## config.mk

```make
export PLATFORM = sky130hd
export DESIGN_NAME = ctrl_top
export DESIGN_NICKNAME = d
export VERILOG_FILES = /design/src/verilog/ctrl_pkg.sv /design/src/verilog/ctrl_exc_detect.sv /design/src/verilog/ctrl_fsm.sv /design/src/verilog/ctrl_irq_arbiter.sv /design/src/verilog/ctrl_top.sv
export SDC_FILE = /design/constraint.sdc
export NUM_CORES = 1
export LEC_CHECK = 0
export BUFFER_PORTS_ARGS = -buffer_cell sky130_fd_sc_hd__buf_2
export CAP_MARGIN = 20
export CORE_UTILIZATION = 40
export CTS_BUF_LIST = sky130_fd_sc_hd__clkbuf_4 sky130_fd_sc_hd__clkbuf_8
export DETAILED_ROUTE_END_ITERATION = 10
export PLACE_DENSITY_LB_ADDON = 0.25
export SETUP_SLACK_MARGIN = 0.5
export SYNTH_ARGS = -nofsm -noshare
export SYNTH_HDL_FRONTEND = slang
export SYNTH_SLANG_ARGS = --single-unit
```

## constraint.sdc

```tcl
create_clock -name clk_i -period 2 [get_ports clk_i]
set_input_delay 0 -clock clk_i [delete_from_list [all_inputs] [get_ports clk_i]]
set_output_delay 0 -clock clk_i [all_outputs]
set_load 0.02 [all_outputs]
```

## src/verilog/ctrl_pkg.sv

```systemverilog
/*
  Shared types and constants of the pipeline controller.
  Each controller module imports what it needs from here.
*/
`default_nettype none

package ctrl_pkg;

  ////////////////////
  // widths
  ////////////////////

  // instruction and pc word width
  localparam int unsigned xlen          = 32;
  localparam int unsigned num_fast_irqs = 15;

  ////////////////////
  // cause codes
  ////////////////////

  // synchronous exceptions
  localparam logic [4:0] cause_instr_access_fault = 5'd1;
  localparam logic [4:0] cause_illegal_instr      = 5'd2;
  localparam logic [4:0] cause_breakpoint         = 5'd3;
  localparam logic [4:0] cause_ecall_m            = 5'd11;

  // interrupts, the fast ones count up from the base
  localparam logic [4:0] cause_irq_software  = 5'd3;
  localparam logic [4:0] cause_irq_timer     = 5'd7;
  localparam logic [4:0] cause_irq_external  = 5'd11;
  localparam logic [4:0] cause_irq_fast_base = 5'd16;
  localparam logic [4:0] cause_irq_nm        = 5'd31;

  ////////////////////
  // enums
  ////////////////////

  typedef enum logic [3:0] {
    RESET, BOOT_SET, WAIT_SLEEP, SLEEP, FIRST_FETCH, DECODE, FLUSH, IRQ_TAKEN
  } ctrl_state_e;

  // pc source for the fetch stage
  typedef enum logic [1:0] {
    PC_BOOT, PC_JUMP, PC_EXC, PC_ERET
  } pc_sel_e;

  // vector used when pc_mux selects PC_EXC
  typedef enum logic {
    EXC_PC_EXC, EXC_PC_IRQ
  } exc_pc_sel_e;

  ////////////////////
  // structs
  ////////////////////

  typedef struct packed {
    logic       irq;
    logic [4:0] code;
  } exc_cause_t;

  // mcause word, raw or split into flag and code
  typedef union packed {
    logic [5:0] raw;
    exc_cause_t fields;
  } exc_cause_u;

  // decoder flags, not yet qualified with instr valid
  // branch_jump is a taken branch or a jump
  typedef struct packed {
    logic illegal;
    logic ecall;
    logic mret;
    logic wfi;
    logic ebreak;
    logic fetch_err;
    logic fetch_err_plus2;
    logic is_compressed;
    logic branch_jump;
  } decode_flags_t;

  typedef struct packed {
    logic                     software;
    logic                     timer;
    logic                     external;
    logic [num_fast_irqs-1:0] fast;
  } irqs_t;

  // id stage instruction, used for mtval
  typedef struct packed {
    logic [xlen-1:0] instr;
    logic [15:0]     instr_compressed;
    logic [xlen-1:0] pc_id;
  } instr_info_t;

  typedef struct packed {
    logic ecall;
    logic ebreak;
    logic mret;
    logic wfi;
    logic fetch_err;
    logic exc_req_q;
    logic illegal_q;
    logic special_req;
  } exc_req_t;

  typedef struct packed {
    logic            save_if;
    logic            save_id;
    logic            save_cause;
    logic            restore_mret;
    exc_cause_u      cause;
    logic [xlen-1:0] mtval;
  } csr_ctrl_t;

endpackage

`default_nettype wire

```

## src/verilog/ctrl_exc_detect.sv

```systemverilog
/*
  Exception and special request detection for the ID stage.
  Qualifies the decoder flags and registers the exception requests
  that the controller acts on in its FLUSH state.
*/
`default_nettype none
`timescale 1ns/1ns

module ctrl_exc_detect (
  input  wire logic                    clk_i,
  input  wire logic                    rst_ni,
  input  wire logic                    instr_valid_i,
  input  wire ctrl_pkg::decode_flags_t dec_i,
  input  wire logic                    in_flush_i,
  output ctrl_pkg::exc_req_t           exc_o,
  output logic                         jump_req_o
);

  logic ecall;
  logic ebreak;
  logic mret;
  logic wfi;
  logic fetch_err;
  logic illegal_d;
  logic illegal_q;
  logic exc_req_d;
  logic exc_req_q;
  logic special_req_branch;

  ////////////////////
  // qualification
  ////////////////////

  // the decoder ignores instr valid, so factor it in here
  assign ecall     = dec_i.ecall & instr_valid_i;
  assign ebreak    = dec_i.ebreak & instr_valid_i;
  assign mret      = dec_i.mret & instr_valid_i;
  assign wfi       = dec_i.wfi & instr_valid_i;
  assign fetch_err = dec_i.fetch_err & instr_valid_i;

  // dropped while flushing so a handled request does not come back
  assign illegal_d = dec_i.illegal & instr_valid_i & ~in_flush_i;
  assign exc_req_d = (ecall | ebreak | illegal_d | fetch_err) & ~in_flush_i;

  // registered copies break the path from the decoder to pc_set
  always_ff @(posedge clk_i or negedge rst_ni) begin
    if (!rst_ni) begin
      illegal_q <= 1'b0;
      exc_req_q <= 1'b0;
    end else begin
      illegal_q <= illegal_d;
      exc_req_q <= exc_req_d;
    end
  end

  ////////////////////
  // requests
  ////////////////////

  // only these reasons can stop a taken branch from setting the pc
  assign special_req_branch = (illegal_d | fetch_err) & ~in_flush_i;

  always_comb begin
    exc_o.ecall       = ecall;
    exc_o.ebreak      = ebreak;
    exc_o.mret        = mret;
    exc_o.wfi         = wfi;
    exc_o.fetch_err   = fetch_err;
    exc_o.exc_req_q   = exc_req_q;
    exc_o.illegal_q   = illegal_q;
    // any request that sends the controller to FLUSH
    exc_o.special_req = mret | wfi | exc_req_d;
  end

  assign jump_req_o = dec_i.branch_jump & instr_valid_i & ~special_req_branch;

  // a branch is never blocked without the controller also flushing
  branch_block_flushes: assert property (
    @(posedge clk_i) disable iff (!rst_ni)
    special_req_branch |-> exc_o.special_req
  );

endmodule

`default_nettype wire

```

## src/verilog/ctrl_fsm.sv

```systemverilog
/*
  Main controller state machine.
  Steps through boot, decode, flush, interrupt entry and sleep, and drives
  the pc, CSR save and IF-ID stall and flush controls from the current state.
*/
`default_nettype none
`timescale 1ns/1ns

module ctrl_fsm (
  input  wire logic                  clk_i,
  input  wire logic                  rst_ni,
  input  wire logic                  fetch_enable_i,
  input  wire logic                  stall_id_i,
  input  wire ctrl_pkg::exc_req_t    exc_i,
  input  wire logic                  jump_req_i,
  input  wire logic                  handle_irq_i,
  input  wire logic                  irq_is_nmi_i,
  input  wire ctrl_pkg::exc_cause_u  irq_cause_i,
  input  wire ctrl_pkg::instr_info_t instr_i,
  // extra id stage flags needed for mtval and wake-up
  input  wire logic                  fetch_err_plus2_i,
  input  wire logic                  is_compressed_i,
  input  wire logic                  irq_nm_i,
  input  wire logic                  irq_pending_i,
  output logic                       in_flush_o,
  output logic                       nmi_mode_o,
  output logic                       ctrl_busy_o,
  output logic                       controller_run_o,
  output logic                       instr_req_o,
  output logic                       pc_set_o,
  output ctrl_pkg::pc_sel_e          pc_mux_o,
  output ctrl_pkg::exc_pc_sel_e      exc_pc_mux_o,
  output ctrl_pkg::csr_ctrl_t        csr_o,
  output logic                       id_in_ready_o,
  output logic                       instr_valid_clear_o,
  output logic                       flush_id_o
);

  import ctrl_pkg::*;

  ctrl_state_e state_q;
  ctrl_state_e state_d;
  logic        nmi_mode_q;
  logic        nmi_mode_d;
  logic        halt_if;
  logic        flush_id;

  ////////////////////
  // next state
  ////////////////////

  always_comb begin
    // defaults, pc_mux only matters while pc_set is high
    instr_req_o       = 1'b1;
    pc_set_o          = 1'b0;
    pc_mux_o          = PC_BOOT;
    exc_pc_mux_o      = EXC_PC_IRQ;
    csr_o.save_if     = 1'b0;
    csr_o.save_id     = 1'b0;
    csr_o.save_cause  = 1'b0;
    csr_o.restore_mret = 1'b0;
    csr_o.cause.raw   = 6'd0;
    csr_o.mtval       = '0;
    ctrl_busy_o       = 1'b1;
    controller_run_o  = 1'b0;
    halt_if           = 1'b0;
    flush_id          = 1'b0;
    state_d           = state_q;
    nmi_mode_d        = nmi_mode_q;

    unique case (state_q)
      RESET: begin
        // hold the boot address until fetch is enabled
        instr_req_o = 1'b0;
        pc_set_o    = 1'b1;
        if (fetch_enable_i) begin
          state_d = BOOT_SET;
        end
      end

      BOOT_SET: begin
        pc_set_o = 1'b1;
        state_d  = FIRST_FETCH;
      end

      WAIT_SLEEP: begin
        ctrl_busy_o = 1'b0;
        instr_req_o = 1'b0;
        halt_if     = 1'b1;
        flush_id    = 1'b1;
        state_d     = SLEEP;
      end

      SLEEP: begin
        instr_req_o = 1'b0;
        halt_if     = 1'b1;
        flush_id    = 1'b1;
        // wake on any pending irq, even when mie is clear
        if (irq_nm_i || irq_pending_i) begin
          state_d = FIRST_FETCH;
        end else begin
          ctrl_busy_o = 1'b0;
        end
      end

      FIRST_FETCH: begin
        // wait for the first instruction to reach ID
        if (!stall_id_i) begin
          state_d = DECODE;
        end
        if (handle_irq_i) begin
          state_d = IRQ_TAKEN;
          halt_if = 1'b1;
        end
      end

      DECODE: begin
        controller_run_o = 1'b1;
        pc_mux_o         = PC_JUMP;

        // keep the instruction in ID so FLUSH can inspect it
        if (exc_i.special_req) begin
          state_d = FLUSH;
          halt_if = 1'b1;
        end

        // taken branch or jump redirects in this same cycle
        if (jump_req_i) begin
          pc_set_o = 1'b1;
        end

        // irq waits for a stalled instruction, IF held meanwhile
        if (handle_irq_i && stall_id_i) begin
          halt_if = 1'b1;
        end

        if (!stall_id_i && !exc_i.special_req && handle_irq_i) begin
          state_d = IRQ_TAKEN;
          halt_if = 1'b1;
        end
      end

      IRQ_TAKEN: begin
        pc_mux_o     = PC_EXC;
        exc_pc_mux_o = EXC_PC_IRQ;
        // recheck, the request may have gone away meanwhile
        if (handle_irq_i) begin
          pc_set_o         = 1'b1;
          csr_o.save_if    = 1'b1;
          csr_o.save_cause = 1'b1;
          csr_o.cause      = irq_cause_i;
          if (irq_is_nmi_i) begin
            nmi_mode_d = 1'b1;
          end
        end
        state_d = DECODE;
      end

      FLUSH: begin
        halt_if  = 1'b1;
        flush_id = 1'b1;
        state_d  = DECODE;

        if (exc_i.exc_req_q) begin
          pc_set_o         = 1'b1;
          pc_mux_o         = PC_EXC;
          exc_pc_mux_o     = EXC_PC_EXC;
          csr_o.save_id    = 1'b1;
          csr_o.save_cause = 1'b1;

          // priority fetch error, illegal, ecall, ebreak
          if (exc_i.fetch_err) begin
            csr_o.cause.fields = '{irq: 1'b0, code: cause_instr_access_fault};
            // fault in the upper half of an unaligned fetch
            csr_o.mtval = fetch_err_plus2_i ? (instr_i.pc_id + xlen'(2)) : instr_i.pc_id;
          end else if (exc_i.illegal_q) begin
            csr_o.cause.fields = '{irq: 1'b0, code: cause_illegal_instr};
            csr_o.mtval = is_compressed_i ? {16'd0, instr_i.instr_compressed} : instr_i.instr;
          end else if (exc_i.ecall) begin
            csr_o.cause.fields = '{irq: 1'b0, code: cause_ecall_m};
          end else if (exc_i.ebreak) begin
            csr_o.cause.fields = '{irq: 1'b0, code: cause_breakpoint};
          end
        end else if (exc_i.mret) begin
          pc_set_o           = 1'b1;
          pc_mux_o           = PC_ERET;
          csr_o.restore_mret = 1'b1;
          // returning from the handler also ends nmi mode
          nmi_mode_d         = 1'b0;
        end else if (exc_i.wfi) begin
          state_d = WAIT_SLEEP;
        end
      end

      default: begin
        instr_req_o = 1'b0;
        state_d     = RESET;
      end
    endcase
  end

  ////////////////////
  // registers
  ////////////////////

  always_ff @(posedge clk_i or negedge rst_ni) begin
    if (!rst_ni) begin
      state_q    <= RESET;
      nmi_mode_q <= 1'b0;
    end else begin
      state_q    <= state_d;
      nmi_mode_q <= nmi_mode_d;
    end
  end

  ////////////////////
  // IF-ID controls
  ////////////////////

  assign in_flush_o = (state_q == FLUSH);
  assign nmi_mode_o = nmi_mode_q;
  assign flush_id_o = flush_id;

  // halt_if keeps instr valid set unless ID is also flushed
  assign id_in_ready_o       = ~stall_id_i & ~halt_if;
  assign instr_valid_clear_o = ~(stall_id_i | halt_if) | flush_id;

  state_legal: assert property (
    @(posedge clk_i) disable iff (!rst_ni)
    state_q inside {RESET, BOOT_SET, WAIT_SLEEP, SLEEP, FIRST_FETCH, DECODE, FLUSH, IRQ_TAKEN}
  );

  // an interrupt redirect always records its cause
  irq_saves_cause: assert property (
    @(posedge clk_i) disable iff (!rst_ni)
    (state_q == IRQ_TAKEN) && pc_set_o |-> csr_o.save_cause
  );

endmodule

`default_nettype wire

```

## src/verilog/ctrl_irq_arbiter.sv

```systemverilog
/*
  Interrupt arbiter of the controller.
  Decides whether an interrupt is taken and forms its mcause word.
*/
`default_nettype none
`timescale 1ns/1ns

module ctrl_irq_arbiter (
  input  wire ctrl_pkg::irqs_t  irqs_i,
  input  wire logic             irq_nm_i,
  input  wire logic             irq_pending_i,
  input  wire logic             mie_i,
  input  wire logic             nmi_mode_i,
  output logic                  handle_irq_o,
  output logic                  irq_is_nmi_o,
  output ctrl_pkg::exc_cause_u  irq_cause_o
);

  import ctrl_pkg::*;

  logic       fast_any;
  logic [3:0] fast_id;

  ////////////////////
  // take decision
  ////////////////////

  // no nesting inside an NMI handler, not even a second NMI
  assign handle_irq_o = ~nmi_mode_i & (irq_nm_i | (irq_pending_i & mie_i));
  assign irq_is_nmi_o = ~nmi_mode_i & irq_nm_i;

  ////////////////////
  // fast irq index
  ////////////////////

  // later indices overwrite earlier ones, so the highest set bit wins
  always_comb begin
    fast_any = 1'b0;
    fast_id  = 4'd0;
    for (int i = 0; i < num_fast_irqs; i++) begin
      if (irqs_i.fast[i]) begin
        fast_any = 1'b1;
        fast_id  = 4'(i);
      end
    end
  end

  ////////////////////
  // cause
  ////////////////////

  // priority nmi, fast, external, software, timer
  always_comb begin
    irq_cause_o.fields.irq = 1'b1;
    if (irq_nm_i) begin
      irq_cause_o.fields.code = cause_irq_nm;
    end else if (fast_any) begin
      // fast irq n maps to code 16 + n
      irq_cause_o.fields.code = cause_irq_fast_base + {1'b0, fast_id};
    end else if (irqs_i.external) begin
      irq_cause_o.fields.code = cause_irq_external;
    end else if (irqs_i.software) begin
      irq_cause_o.fields.code = cause_irq_software;
    end else if (irqs_i.timer) begin
      irq_cause_o.fields.code = cause_irq_timer;
    end else begin
      // nothing pending, the controller does not use the cause then
      irq_cause_o.fields.code = 5'd0;
    end
  end

endmodule

`default_nettype wire

```

## src/verilog/ctrl_top.sv

```systemverilog
/*
  Top level of the pipeline controller.
  Joins exception detection, interrupt arbitration and the state machine.
*/
`default_nettype none
`timescale 1ns/1ns

module ctrl_top (
  input  wire logic                    clk_i,
  input  wire logic                    rst_ni,
  input  wire logic                    fetch_enable_i,
  // from the IF-ID register and decoder
  input  wire logic                    instr_valid_i,
  input  wire ctrl_pkg::decode_flags_t dec_i,
  input  wire ctrl_pkg::instr_info_t   instr_i,
  input  wire logic                    stall_id_i,
  // interrupts, already masked by mie
  input  wire ctrl_pkg::irqs_t         irqs_i,
  input  wire logic                    irq_nm_i,
  input  wire logic                    irq_pending_i,
  input  wire logic                    mie_i,
  // status
  output logic                         nmi_mode_o,
  output logic                         ctrl_busy_o,
  output logic                         controller_run_o,
  // to the prefetcher
  output logic                         instr_req_o,
  output logic                         pc_set_o,
  output ctrl_pkg::pc_sel_e            pc_mux_o,
  output ctrl_pkg::exc_pc_sel_e        exc_pc_mux_o,
  // to the CSR file
  output ctrl_pkg::csr_ctrl_t          csr_o,
  // to the IF-ID register
  output logic                         id_in_ready_o,
  output logic                         instr_valid_clear_o,
  output logic                         flush_id_o
);

  import ctrl_pkg::*;

  exc_req_t   exc;
  exc_cause_u irq_cause;
  logic       jump_req;
  logic       in_flush;
  logic       handle_irq;
  logic       irq_is_nmi;

  ctrl_exc_detect u_exc_detect (
    .clk_i         (clk_i),
    .rst_ni        (rst_ni),
    .instr_valid_i (instr_valid_i),
    .dec_i         (dec_i),
    .in_flush_i    (in_flush),
    .exc_o         (exc),
    .jump_req_o    (jump_req)
  );

  ctrl_irq_arbiter u_irq_arbiter (
    .irqs_i        (irqs_i),
    .irq_nm_i      (irq_nm_i),
    .irq_pending_i (irq_pending_i),
    .mie_i         (mie_i),
    .nmi_mode_i    (nmi_mode_o),
    .handle_irq_o  (handle_irq),
    .irq_is_nmi_o  (irq_is_nmi),
    .irq_cause_o   (irq_cause)
  );

  // mtval needs the fetch error half and the compressed flag from ID
  ctrl_fsm u_fsm (
    .clk_i               (clk_i),
    .rst_ni              (rst_ni),
    .fetch_enable_i      (fetch_enable_i),
    .stall_id_i          (stall_id_i),
    .exc_i               (exc),
    .jump_req_i          (jump_req),
    .handle_irq_i        (handle_irq),
    .irq_is_nmi_i        (irq_is_nmi),
    .irq_cause_i         (irq_cause),
    .instr_i             (instr_i),
    .fetch_err_plus2_i   (dec_i.fetch_err_plus2),
    .is_compressed_i     (dec_i.is_compressed),
    .irq_nm_i            (irq_nm_i),
    .irq_pending_i       (irq_pending_i),
    .in_flush_o          (in_flush),
    .nmi_mode_o          (nmi_mode_o),
    .ctrl_busy_o         (ctrl_busy_o),
    .controller_run_o    (controller_run_o),
    .instr_req_o         (instr_req_o),
    .pc_set_o            (pc_set_o),
    .pc_mux_o            (pc_mux_o),
    .exc_pc_mux_o        (exc_pc_mux_o),
    .csr_o               (csr_o),
    .id_in_ready_o       (id_in_ready_o),
    .instr_valid_clear_o (instr_valid_clear_o),
    .flush_id_o          (flush_id_o)
  );

endmodule

`default_nettype wire
```

==> results.sh <==
export IMPL_status="finished clean"
export IMPL_tightest_slew_ns=0.596
export IMPL_relSlewSlack_pct=60.2
export IMPL_cts_max_level=1
export IMPL_gp_congestion=0.908
export IMPL_dieArea_sq_mm=0.00528
export IMPL_grt_start_max_net_pins=18
export IMPL_dr_first_iter_drc_count=276
export IMPL_nNetsFinal=587
export IMPL_synth_cell_types=60
export IMPL_die_width_um=72.6
export IMPL_cp_start_kind="flip-flop"
export IMPL_cts_clk_slew_worst_paths_ns=0.03
export IMPL_start_util_pct=42.0
export IMPL_numCtsBuffers=3
export IMPL_clkLatencyLatePin_ns=0.22
export IMPL_clock_sinks=6
export IMPL_cpPeakStageDelay_ns=0.45
export IMPL_final_max_slew_viol_count=0
export IMPL_dpl_hpwl_mm=6.01
export IMPL_synth_largest_area_cell="xnor2_1"
export IMPL_num_io_pins=168
export IMPL_clk_path_buf_depth=2
export IMPL_antenna_found_initial=0
export IMPL_worst_path_max_delay_cell="dfrtp_2"
export IMPL_grt_setup_unrepaired="yes"
export IMPL_wl_mm=11.0
export IMPL_hold_slack_ns=0.129
export IMPL_synth_area_leaders="xnor2_1 8.3%, dfrtp_1 7.5%, mux2i_1 7.0%"
export IMPL_grt_overflow=0
export IMPL_syn_to_final_growth_pct=117
export IMPL_cp_arrival_ns=1.72
export IMPL_async_flop_share_pct=100
export IMPL_hold_path_class="in -> reg"
export IMPL_max_freq_mhz=583
export IMPL_p_per_area_mw_per_mm2=497
export IMPL_core_area_sq_mm=0.00475
export IMPL_grt_total_usage_pct=32.6
export IMPL_drv_cap=0
export IMPL_yosysWarnings=0
export IMPL_p_leak_nw=1.83
export IMPL_fp_row_count=25
export IMPL_finClkSkew_ns=0.000232
export IMPL_crit_fanout=5
export IMPL_antenna_left=0
export IMPL_synth_edf_count=0
export IMPL_cts_tree="done"
export IMPL_cts_root_buffer="clkbuf_8"
export IMPL_drt_pass1_iter_count=5
export IMPL_ys_seq_area_share_pct=7.52
export IMPL_avgSynthCellArea_sq_um=7.15
export IMPL_crit_type="reg -> out"
export IMPL_route_detailed_drc=0
export IMPL_yosys_register_bits=6
export IMPL_synth_top_cell_area_share_pct=8.34
export IMPL_vias_per_cell=6.28
export IMPL_finalSetupViolations=0
export IMPL_diodes=0
export IMPL_end_kind="output pin"
export IMPL_ys_flop_type="dfrtp_1"
export IMPL_min_period_ns=1.72
export IMPL_worstPathCellList="buf_6 > buf_6 > nand2_4 > and2_1 > a211o_1 > a21oi_2 > buf_4"
export IMPL_crit_required_ns=2.00
export IMPL_tns_ns=0
export IMPL_wl_per_cell_um=20.5
export IMPL_synth_cells=279
export IMPL_layout_drive_gt1_share_pct=62.9
export IMPL_path_common_cell="buf_6"
export IMPL_fin_crit_sh_pct=85.8
export IMPL_die_h_um=72.6
export IMPL_hold_violations=0
export IMPL_grt_pass1_wl_mm=13.8
export IMPL_vias=3368
export IMPL_io_buffers=167
export IMPL_syn_num_nets=395
export IMPL_netlist_area_sq_mm=0.00200
export IMPL_grt_pass1_vias=3026
export IMPL_ir_drop_v=0.000599
[final cells by class]
| class | count | area [sq um] |
|---|---|---|
| multi-input cells | 243 | 2460 |
| repair buffers | 204 | 1520 |
| fillers | 172 | 432 |
| flip-flops and latches | 6 | 153 |
| well taps | 67 | 83.8 |
| inverters | 13 | 63.8 |
| clock buffers | 3 | 41.3 |
[worst paths after layout]
kind / startpoint / end / slack [ns] / depth (start not counted)
setup reg to reg: u_fsm.state_q[0] / u_fsm.state_q[1] / 0.43 / 7
max in group asynchronous: rst_ni / u_exc_detect.illegal_q / 1.71 / 2
min in group asynchronous: rst_ni / u_fsm.state_q[2] / 0.14 / 2
hold / removal: dec_i[8] / u_exc_detect.illegal_q / 0.13 / 2
setup / recovery: u_fsm.state_q[0] / id_in_ready_o / 0.28 / 7
hold reg to reg: u_fsm.nmi_mode_o / u_fsm.nmi_mode_o / 0.65 / 2
[cells by family (layout without fill, tap and decap cells)]
logic type,after synthesis,count (layout),synth area share [%]
compound gates,74,74,27.3
xor+xnor,30,30,13.2
buf+inv,30,220,6.96
simple gates,121,121,35.7
fa+ha+maj,1,1,0.627
flops,6,6,7.52
mux,17,17,8.71
[layer usage]
metal  global-route usage, %  routed length (um)  share of wire, %
met2                    59.3                5550                51
met1                    36.8                3760                34
met3                    4.42                 914               8.3
met4                    17.2                 752               6.8
met5                       0                   0                 0
[layout by cell type, fill, tap and decap left out, types with 3 or more instances in the layout]
master	n
nor3_1	6
nor2_1	24
o2bb2ai_4	15
o21ai_0	5
and2_1	4
nand2_1	15
nor4_4	6
nand3_1	8
nor3_2	6
buf_2	119
a31oi_1	3
xnor2_2	4
nand4_1	8
nor2_4	4
o22ai_4	10
nor4_2	4
o211ai_1	3
xor2_1	11
nand2_4	3
buf_6	48
xnor2_1	15
mux2_2	3
buf_4	28
a21oi_1	9
inv_1	9
nand4_4	3
mux2i_1	14
dfrtp_1	4
clkbuf_8	3
nor2b_1	5
buf_12	4
[where the power goes]
| part | total, mW | switching [mW] | internal (mW) |
|---|---|---|---|
| combinational | 1.74 | 0.959 | 0.780 |
| clock | 0.176 | 0.0474 | 0.129 |
| sequential | 0.235 | 0.0733 | 0.162 |
| total | 2.15 | 1.08 | 1.07 |
[repair_timing]
| item | in CTS | in global routing |
|---|---|---|
| hold endpoints to repair | 6 | 0 |
| setup endpoints to repair | 40 | 46 |
| gates resized for setup | 105 | 72 |
| cloned | 3 | 0 |
| pin swaps | 21 | 28 |
| hold buffers | 1 | 0 |
| setup buffers | 19 | 6 |
[Yosys cell counts (all sizes together), types with 2 or more instances]
cell and instances:
dfrtp 6, nand4 12, and3 3, nor4 11, nand3 10, o31ai 2
and4 2, nand4b 2, inv 13, nor3 14, buf 6, clkbuf 11
a41oi 2, nand2 21, xor2 11, and2 4, mux2 3, or2 2
nor2 29, a211oi 4, o21ai 7, nor2b 5, a31oi 5, o2bb2ai 16
o22a 2, mux2i 14, o211ai 3, o22ai 12, xnor2 19, a21oi 11
[per-stage QoR]
step	instances	utilization (%)	worst slack, ns	power (mW)	cell area (sq um)
after floorplan	279	-	0.319	0.936	2370
after global placement	504	68.7	0.286	1.33	3270
after detailed placement	504	68.7	0.211	1.35	3270
after CTS	530	83.7	0.296	1.82	3980
after global routing	536	90.9	0.231	2.23	4320
final	536	90.9	0.283	2.15	4320
[worst max-delay path: cells and delay by family (launching register included)]
family	cells	cell delay (ns)
flops	1	0.45
buf+inv	3	0.42
compound gates	2	0.39
simple gates	2	0.24
[sequential cells by signal, summed over array words and instances (netlist names)]
| signal | count |
|---|---|
| u_exc_detect.exc_req_q | 1 |
| u_exc_detect.illegal_q | 1 |
| u_fsm.nmi_mode_o | 1 |
| u_fsm.state_q | 3 |
(Power assumes the default switching activity.)
